===== src/verilog/rs_pkg.sv =====
// reservation station shared definitions
// sizes, tag widths, function-unit kinds and row formats
package rs_pkg;

	//////////////////////////////////////////////////
	// sizes
	//////////////////////////////////////////////////

	// table rows
	localparam int rs_size = 8;
	// dispatch width, also the cdb lane count
	localparam int ss_size = 3;

	// issue ports, alu first, then mult, then memory
	localparam int alu_ports = 2;
	localparam int mult_ports = 1;
	localparam int mem_ports = 1;
	localparam int num_fu = alu_ports + mult_ports + mem_ports;

	// first port of each non-alu class
	localparam int port_mult = alu_ports;
	localparam int port_mem = alu_ports + mult_ports;

	// lsq busy level bits
	localparam int lsq_ld_bit = 0;
	localparam int lsq_st_bit = 1;

	//////////////////////////////////////////////////
	// field types
	//////////////////////////////////////////////////

	typedef logic [5:0] phys_reg_t;
	typedef logic [4:0] rob_idx_t;
	typedef logic [3:0] op_t;
	typedef logic [$clog2(rs_size)-1:0] row_idx_t;
	// 0 up to rs_size inclusive
	typedef logic [$clog2(rs_size+1)-1:0] row_cnt_t;
	// 0 up to ss_size inclusive
	typedef logic [$clog2(ss_size+1)-1:0] disp_cnt_t;

	// which unit class a row goes to
	typedef enum logic [1:0] {
		fu_alu,
		fu_mult,
		fu_ld,
		fu_st
	} fu_kind_t;

	// one waiting instruction, tags only
	typedef struct packed {
		logic valid;
		fu_kind_t fu;
		op_t op;
		phys_reg_t dest;
		phys_reg_t src1;
		phys_reg_t src2;
		logic src1_ready;
		logic src2_ready;
		rob_idx_t rob_idx;
	} rs_row_t;

	// one completion broadcast
	typedef struct packed {
		logic valid;
		phys_reg_t tag;
	} cdb_t;

endpackage


===== src/verilog/rs_cam.sv =====
// tag match for one cdb lane
// compares the broadcast tag with both source tags of every row
`timescale 1ns/10ps

module rs_cam import rs_pkg::*; (
	input cdb_t cdb_lane,
	input phys_reg_t [rs_size-1:0] row_src1,
	input phys_reg_t [rs_size-1:0] row_src2,
	output logic [rs_size-1:0] hit1,
	output logic [rs_size-1:0] hit2
);

	// lane valid gates every compare
	logic lane_on;

	assign lane_on = cdb_lane.valid;

	always_comb begin
		hit1 = '0;
		hit2 = '0;
		// row valid is not looked at here
		// top masks empty rows itself
		for (int i = 0; i < rs_size; i++) begin
			hit1[i] = lane_on && (row_src1[i] == cdb_lane.tag);
			hit2[i] = lane_on && (row_src2[i] == cdb_lane.tag);
		end
	end

endmodule


===== config.mk =====
export PLATFORM = sky130hd
export DESIGN_NAME = rs_cam
export DESIGN_NICKNAME = d
export VERILOG_FILES = /design/src/verilog/rs_pkg.sv /design/src/verilog/rs_cam.sv
export SDC_FILE = /design/constraint.sdc
export NUM_CORES = 1
export LEC_CHECK = 0
export BUFFER_PORTS_ARGS = -buffer_cell sky130_fd_sc_hd__clkbuf_2
export CAP_MARGIN = 20
export CORE_MARGIN = 2
export CORE_UTILIZATION = 43
export DETAILED_ROUTE_END_ITERATION = 6
export PLACE_DENSITY = 0.91
export SLEW_MARGIN = 20
export SYNTH_ARGS = -nofsm -noshare
export SYNTH_HDL_FRONTEND = slang
export SYNTH_SLANG_ARGS = --single-unit

===== constraint.sdc =====
create_clock -name vclk -period 1.9
set_input_delay 0.095 -clock vclk [all_inputs]
set_output_delay 0.095 -clock vclk [all_outputs]
set_load 0.005 [all_outputs]

==> metrics.log <==
[metrics] result of the run: finished with violations
[metrics] failing checks: DRC
[metrics] IR drop worst, VDD: 0.000160 V
[metrics] Worst Hold Class: in -> out
[metrics] leftover overflow at the end of global routing: 0
[metrics] total via count in the routed design: 1351
[metrics] vias in the first global route: 1364
[metrics] fraction of the cycle the final worst path needs: 0.680
[metrics] sum of internal, switching and leakage power: 0.375 mW
[metrics] Setup Total Neg Slack: 0 ps
[metrics] effective utilization at floorplan: 0.460
[metrics] floorplan row count: 19
[metrics] wire per inst: 13.0 um
[metrics] fraction of post-synthesis cell area in the top cell type by area: 0.326
[metrics] Seq Cell Count: 0
[metrics] number of post-CTS setup repair buffers: 0
[metrics] net count of the finished layout: 352
[metrics] WP data arrival: 1200 ps
[metrics] initial antenna violation count: 0
[metrics] maximum number of pins on one net before global-route repair: 17
[metrics] post-detailed-placement half-perimeter wirelength: 3110 um
[metrics] Syn Inst Count: 142
[metrics] DRC errors left: 8
[metrics] n_diodes: 0
[metrics] area occupied by registers: 0 sq um
[metrics] DRT iter0 DRCs: 26
[metrics] net count after synthesis: 245
[metrics] cells along the critical path: clkbuf_2, xnor2_1, nand4_1, nor4_2, clkbuf_2
[metrics] CTS-repair resized insts: 0
[metrics] final hold violations: 0
[metrics] Synth warnings: 0
[metrics] Leak Pwr: 0.826 nW
[metrics] number of hold-repair buffers added at the cts stage: 0
[metrics] power density over the cells: 211 nW/um^2
[metrics] P&R area growth vs syn: 37.5%
[metrics] I/O pins: 119
[metrics] tightest slew margin relative to the limit: 0.640
[metrics] Fill cells: 260
[metrics] # setup viols final: 0
[metrics] worst-path fanout max: 16
[metrics] horizontal die dimension: 58.8 um
[metrics] cell type with the largest total area after synthesis: sky130_fd_sc_hd__xnor2_1
[metrics] transition at the pin with the smallest max-transition slack: 539 ps
[metrics] netlist area before placement: 1290 sq um
[metrics] layout cells sized above 1: 0.547
[metrics] fraction of the yosys area taken by sequential cells: 0
[metrics] kind of start point of the critical path: primary input
[metrics] startpoint-to-endpoint class of the critical path: in -> out
[metrics] detailed-route wire length: 3630 um
[metrics] vias per cell: 4.86
[metrics] Mean Syn Cell Area: 9.09 sq um
[metrics] timing-limited maximum frequency: 774 MHz
[metrics] biggest area contributors in the synthesized netlist: sky130_fd_sc_hd__xnor2_1 33%, sky130_fd_sc_hd__xor2_1 33%, sky130_fd_sc_hd__nor4_2 16%, sky130_fd_sc_hd__buf_6 8.7%, sky130_fd_sc_hd__nand4_1 7.8%
[metrics] minimum period implied by the final worst setup slack: 1290 ps
[metrics] count of different cell masters after synthesis: 9
[metrics] wire length of the first global-routing pass: 5660 um
[metrics] # port buffers: 119
[metrics] dominant cell type by count on the critical path: sky130_fd_sc_hd__clkbuf_2
[metrics] Die Footprint: 3460 sq um
[metrics] iteration count of the initial detailed-routing pass: 6
[metrics] maximum single-stage delay on the critical path: 320 ps
[metrics] max_cap viols: 0
[metrics] cell family with most CP delay: buffers and inverters
[metrics] die height: 58.8 um
[metrics] Antenna Nets Post-Route: 0
[metrics] core box area: 2810 sq um
[metrics] Clock Buffer Count: 0
[metrics] setup repair after global routing missed its margin: false
[metrics] buffering stage count on the worst path with inverters included: 2
[metrics] max-slew violation count: 0
[metrics] final estimated routing congestion in global placement: 0.764
[metrics] Total GRT Usage: 0.202
[metrics] Max stage delay cell, worst path: sky130_fd_sc_hd__clkbuf_2
[metrics] Req. time, crit path: 1800 ps
[metrics] crit end category: output pin
[per-stage QoR]
stage	cell area, sq um	util	hold slack (ps)	cells	worst slack [ps]
finish	1780	0.633	562	278	609
detailed placement	1780	0.633	566	278	578
global route	1780	0.633	591	278	489
CTS	1780	0.633	567	278	575
global placement	1780	0.633	562	278	615
floorplan	1290	-	355	142	1010
[cell usage in the layout (no fill, tap or decap)]
| cell | instances |
|---|---|
| sky130_fd_sc_hd__clkbuf_2 | 119 |
| sky130_fd_sc_hd__xor2_1 | 48 |
| sky130_fd_sc_hd__xnor2_1 | 48 |
| sky130_fd_sc_hd__nand4_1 | 16 |
| sky130_fd_sc_hd__nor4_2 | 16 |
[logic make-up (layout without fill, tap and decap cells)]
group	Yosys count	in the layout	share of synthesized area
XOR/XNOR	96	96	0.651
AND/OR/NAND/NOR	32	32	0.233
buffers and inverters	14	119	0.116
[synth_stat cells]
cell type,instances
sky130_fd_sc_hd__clkbuf_2,1
sky130_fd_sc_hd__buf_12,1
sky130_fd_sc_hd__buf_2,1
sky130_fd_sc_hd__buf_6,10
sky130_fd_sc_hd__nor4_2,16
sky130_fd_sc_hd__nand4_1,16
sky130_fd_sc_hd__xor2_1,48
sky130_fd_sc_hd__xnor2_1,48
sky130_fd_sc_hd__buf_4,1
[routing by layer]
metal  share of wire  routed length [um]  GRT usage  vias up
met5               0                   0          0        -
met4               0                   0          0        0
met3           0.078                 283     0.0132        0
met2            0.56                2040      0.446       65
met1            0.36                1300      0.210      600
li1                -                   -          -      686
[cell type report]
cell class | count | area, sq um | share of cell area
well taps | 31 | 38.8 | 0.0218
multi-input cells | 128 | 1140 | 0.643
repair buffers | 119 | 596 | 0.335
[worst paths after layout]
check | from | endpoint | depth (start not counted)
max | cdb_lane[0] | hit2[7] | 5
min | row_src2[18] | hit2[3] | 5
[report_power, final]
part	total, mW	internal [mW]	leakage (nW)	switching [mW]
clock network	0	0	0	0
logic	0.375	0.192	0.826	0.183
registers	0	0	0	0
Note: power is estimated with default switching activity, not from simulation.
